### src/hw/tileMemPkg.sv
package tileMemPkg;

    // ====================
    // Basic vectors
    // ====================
    typedef logic [31:0] word;     // Data word and byte address
    typedef logic [3:0]  byteEn;   // One bit per byte lane
    typedef logic [7:0]  tileId;   // Tile number in the top address byte
    typedef logic [1:0]  opcode;   // Fabric transaction kind

    // Fabric opcodes
    localparam opcode opRd    = 2'b00;
    localparam opcode opWr    = 2'b01;
    localparam opcode opRdRsp = 2'b10;

    // ====================
    // Fabric transaction
    // ====================
    // One entry on the fabric and in the FIFOs
    typedef struct packed {
        word   address;      // Target tile id in [31:24]
        word   data;
        opcode opcode;
        tileId requestorId;  // Tile that issued it
    } tileTrans;

    // ====================
    // Address map
    // ====================
    // Offsets below the tile id byte, bounds inclusive
    localparam logic [23:0] whoAmIOffset    = 24'hFF_FFFF;  // Answers local tile id

    localparam logic [23:0] iMemRegionFloor = 24'h00_0000;
    localparam logic [23:0] iMemRegionRoof  = 24'h00_FFFF;

    localparam logic [23:0] dMemRegionFloor = 24'h01_0000;
    localparam logic [23:0] dMemRegionRoof  = 24'h01_FFFF;

endpackage

### src/hw/coreDataPort.sv
`timescale 1ns/1ps

module coreDataPort #(
    parameter int dMemAdrsWidth = 10
) (
    input  logic                      clock,
    input  logic                      rstN,
    input  tileMemPkg::tileId         localTileId,
    // Core data strobes
    input  tileMemPkg::word           dMemWrData,
    input  tileMemPkg::word           dMemAddress,
    input  tileMemPkg::byteEn         dMemByteEn,
    input  logic                      dMemWrEn,
    input  logic                      dMemRdEn,
    // Data RAM port A
    output logic [dMemAdrsWidth-1:0]  ramAddress,
    output tileMemPkg::word           ramWrData,
    output logic                      ramWrEn,
    output tileMemPkg::byteEn         ramByteEn,
    input  tileMemPkg::word           ramRdData,
    // Fabric responses back to the core
    input  logic                      inFabricValid,
    input  tileMemPkg::tileTrans      inFabric,
    // Request FIFO
    input  logic                      reqFull,
    output logic                      reqPush,
    output tileMemPkg::tileTrans      reqTrans,
    // Core return path
    output tileMemPkg::word           dMemRdRsp,
    output logic                      dMemReady
);

    logic            isLocal;
    logic            isRemote;
    logic            whoAmIReq;
    logic            whoAmIQ;       // WhoAmI read last cycle
    logic [1:0]      lowAdrsQ;      // Byte offset of last read
    logic            outstanding;   // Remote read in flight
    logic            rspArrive;
    logic            fabRspValidQ;
    tileMemPkg::word fabRspDataQ;

    // ====================
    // Address decode
    // ====================
    assign isLocal  = (dMemAddress[31:24] == localTileId) || (dMemAddress[31:24] == 8'h00);
    assign isRemote = (dMemWrEn || dMemRdEn) && !isLocal;
    assign whoAmIReq = dMemRdEn && (dMemAddress[31:24] == 8'h00)
                       && (dMemAddress[23:0] == tileMemPkg::whoAmIOffset);

    // Local access, aligned by the low address bits
    assign ramAddress = dMemAddress[dMemAdrsWidth+1:2];
    assign ramWrData  = dMemWrData << {dMemAddress[1:0], 3'b000};
    assign ramByteEn  = dMemByteEn << dMemAddress[1:0];
    assign ramWrEn    = dMemWrEn && isLocal;

    // ====================
    // Remote request
    // ====================
    assign reqPush = isRemote;  // Core strobes only while ready
    always_comb begin
        reqTrans.address     = dMemAddress;
        reqTrans.data        = dMemWrData;
        reqTrans.opcode      = dMemWrEn ? tileMemPkg::opWr : tileMemPkg::opRd;
        reqTrans.requestorId = localTileId;
    end

    assign rspArrive = inFabricValid && (inFabric.opcode == tileMemPkg::opRdRsp);

    // Outstanding flag, set by a remote load and cleared by its response
    always_ff @(posedge clock or negedge rstN) begin
        if (!rstN) begin
            outstanding  <= 1'b0;
            fabRspValidQ <= 1'b0;
            whoAmIQ      <= 1'b0;
        end else begin
            if (rspArrive) begin
                outstanding <= 1'b0;
            end else if (isRemote && dMemRdEn) begin
                outstanding <= 1'b1;
            end
            fabRspValidQ <= rspArrive && outstanding;  // Only when a load waits
            whoAmIQ      <= whoAmIReq;
        end
    end

    always_ff @(posedge clock) begin
        fabRspDataQ <= inFabric.data;
        lowAdrsQ    <= dMemAddress[1:0];
    end

    // Stall on a pending load or a full request FIFO
    assign dMemReady = !outstanding && !reqFull;

    // ====================
    // Read data mux
    // ====================
    always_comb begin
        if (fabRspValidQ) begin
            dMemRdRsp = fabRspDataQ;                 // Remote load answer
        end else if (whoAmIQ) begin
            dMemRdRsp = {24'h0, localTileId};
        end else begin
            dMemRdRsp = ramRdData >> {lowAdrsQ, 3'b000};  // Sub-word lane to bit 0
        end
    end

endmodule

### config.mk
export PLATFORM = sky130hd
export DESIGN_NAME = coreDataPort
export DESIGN_NICKNAME = d
export VERILOG_FILES = /design/src/hw/tileMemPkg.sv /design/src/hw/coreDataPort.sv
export SDC_FILE = /design/constraint.sdc
export NUM_CORES = 1
export LEC_CHECK = 0
export ABC_AREA = 1
export BUFFER_PORTS_ARGS = -buffer_cell sky130_fd_sc_hd__buf_2
export CAP_MARGIN = 25
export CORE_AREA = 2 2 133 135
export CTS_CLUSTER_SIZE = 24
export DETAILED_ROUTE_END_ITERATION = 7
export DIE_AREA = 0 0 135 137
export GPL_TIMING_DRIVEN = 0
export PLACE_DENSITY = 0.49
export SKIP_CTS_REPAIR_TIMING = 1
export SYNTH_ARGS = -nofsm -noshare
export SYNTH_HDL_FRONTEND = slang
export SYNTH_SLANG_ARGS = --single-unit
export TNS_END_PERCENT = 30
### constraint.sdc
create_clock -name clock -period 2.2 [get_ports clock]
set_clock_uncertainty 0.15 [all_clocks]
set_input_delay 0.22 -clock clock [delete_from_list [all_inputs] [get_ports clock]]
set_output_delay 0.22 -clock clock [all_outputs]
set_load 0.02 [all_outputs]
==> run summary, run 1 <==
Commonest cells post-synth - nand2_1, buf_4, a21oi_1
Clk network pwr share - 28.6%
Routed Antenna Nets - 0
status - finished, final reports clean
first-pass GRT wire length - 20.7 mm
GRT overflow - 0
Core ar. - 17100 sq um
post-synthesis mux area share - 4.82%
Max Slew Vio Count - 0
WS Path Type - flop to output port
number of synthesized flops with an enable pin - 0
die height - 137 microns
Worst Tran Pin Value - 0.584 ns
Sinks on Clock Net - 37
Fin. Hold Viols - 0
ranking of synthesized cells by area - dfxtp_1, buf_4, nand2_1
Routed WL - 14.8 mm
vias in the first global route - 3954
Root Driver - clkbuf_16
largest net degree at the start of global routing - 15
I/O Pins - 343
Num CTS Buffers - 5
worst min path class - input port to flop
sequential fraction of design power - 28.0%
CP startpoint kind - flop
Total Nets Final - 990
pre-CTS WS - 0.365 ns
XOR/XNOR Fraction of Synth Area - 1.40%
FMAX - 495 MHz
Synth Area in Simple Gates - 24.8%
Gate power share - 43.4%
post-route minimum period - 2.02 ns
Synthesis Warnings - 0
dpl hpwl - 12.6 mm
Synth Net Count - 647
Max H-tree Level - 2
sequential area share after synthesis - 24.2%
crit end category - output port
placement row count - 48
initial antenna violation count - 2
switching power - 0.000946 W
Crit path required time - 1.83 ns
Seq cells post-synth - 37
layout cell share with drive strength beyond 1 - 52.7%
Die ar. - 18500 sq um
CTS max path bufs - 2
Yosys top cell area share - 21.8%
Slew Limit Headroom - 61.1%
wire per inst - 14.4 microns
Initial DRC Count - 169
DRT Pass-1 Iters - 4
Synth Area in Compound Gates - 16.3%
Arrival @ worst endpoint - 1.65 ns
setup tns final - 0 ns
Vias - 4240
synthesized area - 3120 sq um
adder-cell share of the synthesized area - 0%
Worst Setup EP - dMemRdRsp[23]
cell with the most instances after synthesis - nand2_1
part of the cycle the worst path needs - 91.8%
area leader, netlist - dfxtp_1
Pwr Density - 472 nW/um^2
CP startpoint - fabRspValidQ
port bufs - 301
Most used DFF post-synth - dfxtp_1
RR Endpoint - fabRspValidQ
Leak - 3.00 nW
CTS tree - yes
post-synthesis async set-or-reset flop share - 8.11%
reg2reg setup slack - 1.34 ns
worst r2r src - outstanding
fillers - 1942
Initial Util - 18.3%
CP Max Fanout - 10
Overall Global Routing Usage - 14.4%
Syn Area/Cell - 6.79 sq um
Via density - 4.12
P_int - 0.00161 W
clock-pin transition on the worst setup and hold timing paths - 0.06 ns
RSZ-0062 raised after global routing - no
combinational family with the most area after synthesis - buffers and inverters
final worst slack - 0.179 ns
Setup violations, final - 0
Post-Syn Instances - 459
width of the die - 135 microns
Area growth syn-to-layout - 73.6%
R2R cell count - 2
Skew-Pair Late Insertion Delay - 0.28 ns
Final Wtd Congestion - 0.818
switching portion of total power - 37.1%
Netlist cell types - 30
max_cap viols - 0
drt drc - 0
VDD IR max - 0.332 mV
==> routing by layer <==
| layer | track usage, % | routed length, microns | up-vias |
|---|---|---|---|
| li1 | - | - | 2120 |
| met1 | 16.3 | 6050 | 1875 |
| met2 | 26.4 | 7370 | 233 |
| met3 | 4.85 | 1260 | 12 |
| met4 | 2.72 | 159 | 0 |
| met5 | 0 | 0 | - |
==> worst min-delay path by stage <==
stage,start,end,cells after the start
floorplan,rstN,fabRspValidQ,0
global placement,rstN,whoAmIQ,1
detailed placement,rstN,whoAmIQ,1
CTS,rstN,whoAmIQ,1
global route,dMemAddress[0],lowAdrsQ[0],1
finish,dMemAddress[0],lowAdrsQ[0],1
==> registers in the layout, indices dropped and copies added (netlist names) <==
register and cells:
fabRspDataQ 32, lowAdrsQ 2, fabRspValidQ 1, outstanding 1, whoAmIQ 1
==> power groups by stage <==
stage / combinational [W] / clock, W / sequential, W
2_1_floorplan: 0.000625 / 0 / 0.000728
6_report: 0.00111 / 0.000730 / 0.000716
3_5_place_dp: 0.00106 / 0 / 0.000731
5_1_grt: 0.00119 / 0.000771 / 0.000719
4_1_cts: 0.00107 / 0.000755 / 0.000716
3_3_place_gp: 0.00106 / 0 / 0.000731
==> area by class of cell <==
| cell class | instances | area [sq um] | share of cell area, % |
|---|---|---|---|
| Timing Repair Buffer | 336 | 1860 | 34.3 |
| Inverter | 21 | 83.8 | 1.55 |
| Buffer | 109 | 800 | 14.8 |
| Clock inverter | 3 | 25.0 | 0.462 |
| Clock buffer | 5 | 125 | 2.31 |
| Multi-Input combinational cell | 292 | 1480 | 27.3 |
| Tap cell | 225 | 282 | 5.20 |
| Sequential cell | 37 | 756 | 14.0 |
| Antenna cell | 2 | 5.00 | 0.0925 |
==> stage by stage <==
step	instance area, sq um	hold WS, ns	total power [W]	std cells	util [%]
after detailed placement	4910	-0.128	0.00179	985	28.8
after floorplan	3120	-0.226	0.00135	459	-
after CTS	5060	-0.434	0.00254	993	29.6
final	5410	0.0183	0.00255	1030	31.7
after global placement	4910	-0.128	0.00179	985	28.8
after global routing	5410	0.0280	0.00268	1030	31.7
==> kinds of logic after synthesis <==
group	count (synthesis)
mux	15
buf+inv	130
compound gates	88
flops	37
simple gates	183
other cells	1
xor+xnor	5
==> placed cells by master (no fill, tap or decap), types with 9 or more instances in the layout <==
cell type,count
a21oi_1,40
a22oi_1,9
buf_2,309
buf_4,90
dfxtp_1,34
dlygate4sd3_1,35
inv_1,17
mux2i_1,15
nand2_1,104
nand3_1,27
nor2_1,35
o21ai_0,11
o21ai_1,17
==> critical path: stages, from the launching register on <==
cell,delay (ns)
dfrtp_1,0.36
buf_4,0.16
nor2_8,0.20
nand2_2,0.15
buf_6,0.18
o21ai_1,0.14
buf_2,0.18
Note: power is estimated with default switching activity, not from simulation.
==> run 2: changes to the inputs <==
--- a/config.mk
+++ b/config.mk
@@ -5,15 +5,14 @@
 export SDC_FILE = /design/constraint.sdc
 export NUM_CORES = 1
 export LEC_CHECK = 0
-export ABC_AREA = 1
 export BUFFER_PORTS_ARGS = -buffer_cell sky130_fd_sc_hd__buf_2
 export CAP_MARGIN = 25
-export CORE_AREA = 2 2 133 135
+export CORE_AREA = 2 2 132 134
 export CTS_CLUSTER_SIZE = 24
 export DETAILED_ROUTE_END_ITERATION = 7
-export DIE_AREA = 0 0 135 137
+export DIE_AREA = 0 0 134 136
 export GPL_TIMING_DRIVEN = 0
-export PLACE_DENSITY = 0.49
+export PLACE_DENSITY = 0.5
 export SKIP_CTS_REPAIR_TIMING = 1
 export SYNTH_ARGS = -nofsm -noshare
 export SYNTH_HDL_FRONTEND = slang
==> run 2 against run 1 <==
Compared with the run above: the flow now finishes with violations (negative hold slack, negative setup slack); worst hold slack lost 0.021 ns; clock power down 5.1%; synthesized cell count is 22% lower; critical path depth unchanged; critical path type unchanged; critical endpoint is now dMemRdRsp[7]; highest routed layer unchanged.
==> run summary, run 2 <==
Vias - 3794
largest net degree at the start of global routing - 11
top flop regs - fabRspDataQ x32, lowAdrsQ x2
Synthesis Warnings - 0
Max Slew Vio Count - 0
cell with the most instances after synthesis - buf_4
switching portion of total power - 34.8%
ant diodes - 0
clock-pin transition on the worst setup and hold timing paths - 0.05 ns
first-pass GRT wire length - 19.5 mm
worst path bufs/invs - 3
GRT overflow - 0
commonest non-fill, non-tap cell in the layout - buf_2
Skew-Pair Late Insertion Delay - 0.28 ns
Seq cells post-synth - 37
status - finished, violations left
Die ar. - 18200 sq um
Commonest cells post-synth - buf_4, dfxtp_1, nand2_1
Num CTS Buffers - 5
Overall Global Routing Usage - 13.9%
wire per inst - 15.2 microns
layout cell share with drive strength beyond 1 - 62.4%
Pwr Density - 457 nW/um^2
crit end category - output port
Final Wtd Congestion - 0.774
port bufs - 301
dpl hpwl - 11.7 mm
setup tns final - -1.51 ns
width of the die - 134 microns
VDD IR max - 0.312 mV
fillers - 1855
part of the cycle the worst path needs - 111%
P_int - 0.00166 W
crit-path cells - buf_12, buf_12, mux4_2, mux2_4, mux2_4, buf_6
crit-path leading delay family - multiplexers
Crit path required time - 1.83 ns
Yosys top cell area share - 22.1%
Max H-tree Level - 2
Sinks on Clock Net - 37
Routed Antenna Nets - 0
CP startpoint kind - flop
Layout Cells excl Fill - 937
Arrival @ worst endpoint - 2.06 ns
Post-Syn Instances - 358
synthesized area - 3080 sq um
Core ar. - 16900 sq um
max reg flops - 32
post-route minimum period - 2.43 ns
DRT Pass-1 Iters - 4
number of synthesized flops with an enable pin - 0
Netlist cell types - 34
Slew Limit Headroom - 61.7%
CP Max Fanout - 7
post-synthesis async set-or-reset flop share - 8.11%
Most used DFF post-synth - dfxtp_1
Area growth syn-to-layout - 80.7%
Total Nets Final - 899
I/O Pins - 343
max_cap viols - 0
FMAX - 411 MHz
Root Driver - clkbuf_16
Fin. Hold Viols - 1
sequential area share after synthesis - 24.5%
area leader, netlist - dfxtp_1
vias in the first global route - 3352
RSZ-0062 raised after global routing - yes
die height - 136 microns
CTS max path bufs - 2
Synth Net Count - 546
Gate power share - 44.5%
drt drc - 0
Initial DRC Count - 98
Worst path slowest cell - mux4_2
Clk network pwr share - 27.2%
Largest Register - fabRspDataQ
CTS tree - yes
WHS - -0.00225 ns
Initial Util - 18.3%
ranking of synthesized cells by area - dfxtp_1, buf_4, mux2i_1
switching power - 0.000886 W
most frequent cells in the layout - buf_2, buf_4, dlygate4sd3_1, dfxtp_1, nand2_1
Via density - 4.05
WS Path Type - flop to output port
Worst Tran Pin Value - 0.575 ns
placement row count - 48
slowest cell delay on critical path - 0.50 ns
Setup violations, final - 8
Syn Area/Cell - 8.61 sq um
initial antenna violation count - 0
Leak - 2.90 nW
placed insts - 884
final worst slack - -0.231 ns
Routed WL - 14.2 mm
worst min path class - input port to flop
sequential fraction of design power - 28.2%
failing checks - negative hold slack, negative setup slack
-- run 2: power by group through the flow --
stage | clock network, W | logic (W) | registers (W)
after floorplan | 0 | 0.000606 | 0.000728
after global placement | 0 | 0.00104 | 0.000730
after detailed placement | 0 | 0.00104 | 0.000731
after CTS | 0.000710 | 0.00104 | 0.000716
after global routing | 0.000747 | 0.00122 | 0.000723
final | 0.000693 | 0.00114 | 0.000720
-- run 2: kinds of logic (layout without fill, tap and decap cells) --
group | Yosys count | in the layout | share of synthesized area, %
other cells | 1 | 1 | 0.122
simple gates | 85 | 85 | 14.2
xor+xnor | 8 | 8 | 2.27
flops | 37 | 37 | 24.5
compound gates | 70 | 70 | 14.0
mux | 50 | 50 | 20.9
buf+inv | 107 | 461 | 24.1
-- run 2: through the flow --
| stage | total power (W) | util, % | cell area, sq um | worst slack, ns | hold WS, ns |
|---|---|---|---|---|---|
| floorplan | 0.00133 | - | 3080 | 0.112 | -0.226 |
| global placement | 0.00177 | 28.9 | 4870 | -0.397 | -0.129 |
| detailed placement | 0.00177 | 28.9 | 4870 | -0.401 | -0.130 |
| CTS | 0.00247 | 29.7 | 5010 | -0.723 | -0.429 |
| global route | 0.00269 | 33.0 | 5570 | -0.283 | 0.00880 |
| finish | 0.00255 | 33.0 | 5570 | -0.231 | -0.00225 |
-- run 2: path summary, 6_finish.rpt --
check | from | endpoint | slack, ns | cells past startpoint
hold reg to reg | outstanding | outstanding | 0.41 | 2
min in group asynchronous | rstN | whoAmIQ | 0.13 | 2
hold / removal | dMemAddress[1] | lowAdrsQ[1] | -0.002 | 1
setup / recovery | lowAdrsQ[0] | dMemRdRsp[7] | -0.23 | 6
max in group asynchronous | rstN | fabRspValidQ | 1.65 | 2
setup reg to reg | outstanding | fabRspValidQ | 1.32 | 1
-- run 2: routing by layer --
| layer | track usage (%) | vias up | wire [microns] |
|---|---|---|---|
| met5 | 0 | - | 0 |
| met4 | 2.36 | 0 | 145 |
| met3 | 2.83 | 10 | 877 |
| met2 | 24.5 | 152 | 7080 |
| met1 | 17.8 | 1752 | 6130 |
| li1 | - | 1880 | - |
-- run 2: area by class of cell --
class	instances	area, sq um	share of cell area, %
clock buffers	8	136	2.45
inverters	2	7.51	0.135
plain buffers	103	766	13.7
multi-input cells	214	1640	29.4
flip-flops and latches	37	758	13.6
repair buffers	348	1980	35.6
well taps	225	282	5.05
==> run 3: changes to the inputs <==
--- a/config.mk
+++ b/config.mk
@@ -12,9 +12,8 @@
 export DETAILED_ROUTE_END_ITERATION = 7
 export DIE_AREA = 0 0 134 136
 export GPL_TIMING_DRIVEN = 0
-export PLACE_DENSITY = 0.5
+export PLACE_DENSITY = 0.49
 export SKIP_CTS_REPAIR_TIMING = 1
 export SYNTH_ARGS = -nofsm -noshare
 export SYNTH_HDL_FRONTEND = slang
 export SYNTH_SLANG_ARGS = --single-unit
-export TNS_END_PERCENT = 30
==> run 3 against run 2 <==
Compared with the run above: the flow finishes with violations (negative setup slack); wire length up 2.4%; clock power is 3% higher; first-iteration DRC count increased by 39%; sequential power about the same; maximum frequency up 0.22%; via count down 0.32%; largest power group unchanged.
==> run summary, run 3 (synthesis gave the netlist of run 2 again) <==
Initial DRC Count - 136
Area growth syn-to-layout - 78.9%
Max H-tree Level - 2
placement row count - 48
Final Util - 32.7%
sequential fraction of design power - 28.0%
FMAX - 412 MHz
switching power - 0.000909 W
RSZ-0062 raised after global routing - yes
pre-CTS WS - -0.283 ns
I/O Pins - 343
Pwr Density - 465 nW/um^2
initial antenna violation count - 1
Crit path required time - 1.83 ns
WHS Path Cells - 1
Gate power share - 44.2%
first-pass GRT wire length - 20.1 mm
GRT overflow - 0
Fin. Hold Viols - 0
Worst Hold End - lowAdrsQ[1]
worst r2r src - outstanding
most frequent cells in the layout - buf_2, buf_4, dlygate4sd3_1, dfxtp_1, nand2_1
failing checks - negative setup slack
layout cell share with drive strength beyond 1 - 62.8%
max reg flops - 32
Skew-Pair Late Insertion Delay - 0.27 ns
crit end category - output port
Leak - 2.86 nW
setup tns final - -2.17 ns
post-route minimum period - 2.43 ns
reg2reg setup slack - 1.33 ns
Root Driver - clkbuf_16
top flop regs - fabRspDataQ x32, lowAdrsQ x2
Die ar. - 18200 sq um
die height - 136 microns
CP Max Fanout - 7
Max Slew Vio Count - 0
Slew Limit Headroom - 62.2%
part of the cycle the worst path needs - 110%
total power draw - 0.00256 W
fillers - 1825
HP Start - dMemAddress[1]
status - finished, violations left
Largest Register - fabRspDataQ
dpl hpwl - 12.0 mm
Setup violations, final - 14
RR Endpoint - fabRspValidQ
port bufs - 301
P_int - 0.00165 W
worst min path class - input port to flop
width of the die - 134 microns
largest net degree at the start of global routing - 13
Final Wtd Congestion - 0.861
CP startpoint kind - flop
Routed Antenna Nets - 0
vias in the first global route - 3363
switching portion of total power - 35.5%
max_cap viols - 0
Total Nets Final - 896
Clk network pwr share - 27.8%
drt drc - 0
crit-path cells - buf_8, buf_8, mux4_2, mux2_4, mux2_2, buf_6
R2R cell count - 1
Core ar. - 16900 sq um
CTS tree - yes
clock-pin transition on the worst setup and hold timing paths - 0.06 ns
slowest cell delay on critical path - 0.51 ns
wire per inst - 15.6 microns
commonest non-fill, non-tap cell in the layout - buf_2
Sinks on Clock Net - 37
Arrival @ worst endpoint - 2.06 ns
crit-path most repeated cell - buf_8
WHS - 0.0132 ns
DRT Pass-1 Iters - 4
Worst Tran Pin Value - 0.567 ns
Storage cell area - 758 sq um
Overall Global Routing Usage - 14.3%
Num CTS Buffers - 5
WS Path Type - flop to output port
Initial Util - 18.3%
Vias - 3782
Via density - 4.04
Routed WL - 14.6 mm
CTS max path bufs - 2
final worst slack - -0.226 ns
VDD IR max - 0.264 mV
Worst path slowest cell - mux4_2
multi-input logic area - 1590 sq um
run 3: critical path: cells and delay by family, from the launching register on:
kind	cells	cell delay [ns]
muxes	3	1.06
buffers and inverters	3	0.37
DFF	1	0.33
run 3: layout make-up:
class	count	share of cell area [%]
plain buffers	103	13.6
flip-flops and latches	37	13.7
multi-input cells	214	28.8
clock inverters	2	0.272
diodes	1	0.0454
well taps	225	5.10
clock buffers	6	2.34
repair buffers	345	35.9
inverters	2	0.136
run 3: worst max-delay path by stage:
stage                       from            end  cells after the start
finish               lowAdrsQ[0]   dMemRdRsp[7]                      6
global route             whoAmIQ   dMemRdRsp[8]                      6
CTS                 fabRspValidQ  dMemRdRsp[24]                      6
detailed placement  fabRspValidQ  dMemRdRsp[24]                      6
global placement         whoAmIQ   dMemRdRsp[8]                      5
floorplan            lowAdrsQ[1]  dMemRdRsp[10]                      5
run 3: metal layers:
metal	routed length (microns)	vias up	track usage, %
met5	0	-	0
met4	106	0	1.77
met3	884	6	2.65
met2	7170	157	24.2
met1	6400	1746	19.4
li1	-	1873	-
run 3: power by group through the flow:
stage	logic, W	registers [W]	clock network, W
5_1_grt	0.00121	0.000722	0.000773
4_1_cts	0.00105	0.000715	0.000738
3_3_place_gp	0.00104	0.000730	0
6_report	0.00113	0.000718	0.000711
3_5_place_dp	0.00104	0.000730	0
2_1_floorplan	0.000606	0.000728	0
run 3: per-stage QoR:
stage          instances  cell area (sq um)
2_1_floorplan        358               3080
4_1_cts              894               5020
5_1_grt              935               5520
3_3_place_gp         884               4870
6_report             935               5520
3_5_place_dp         886               4880
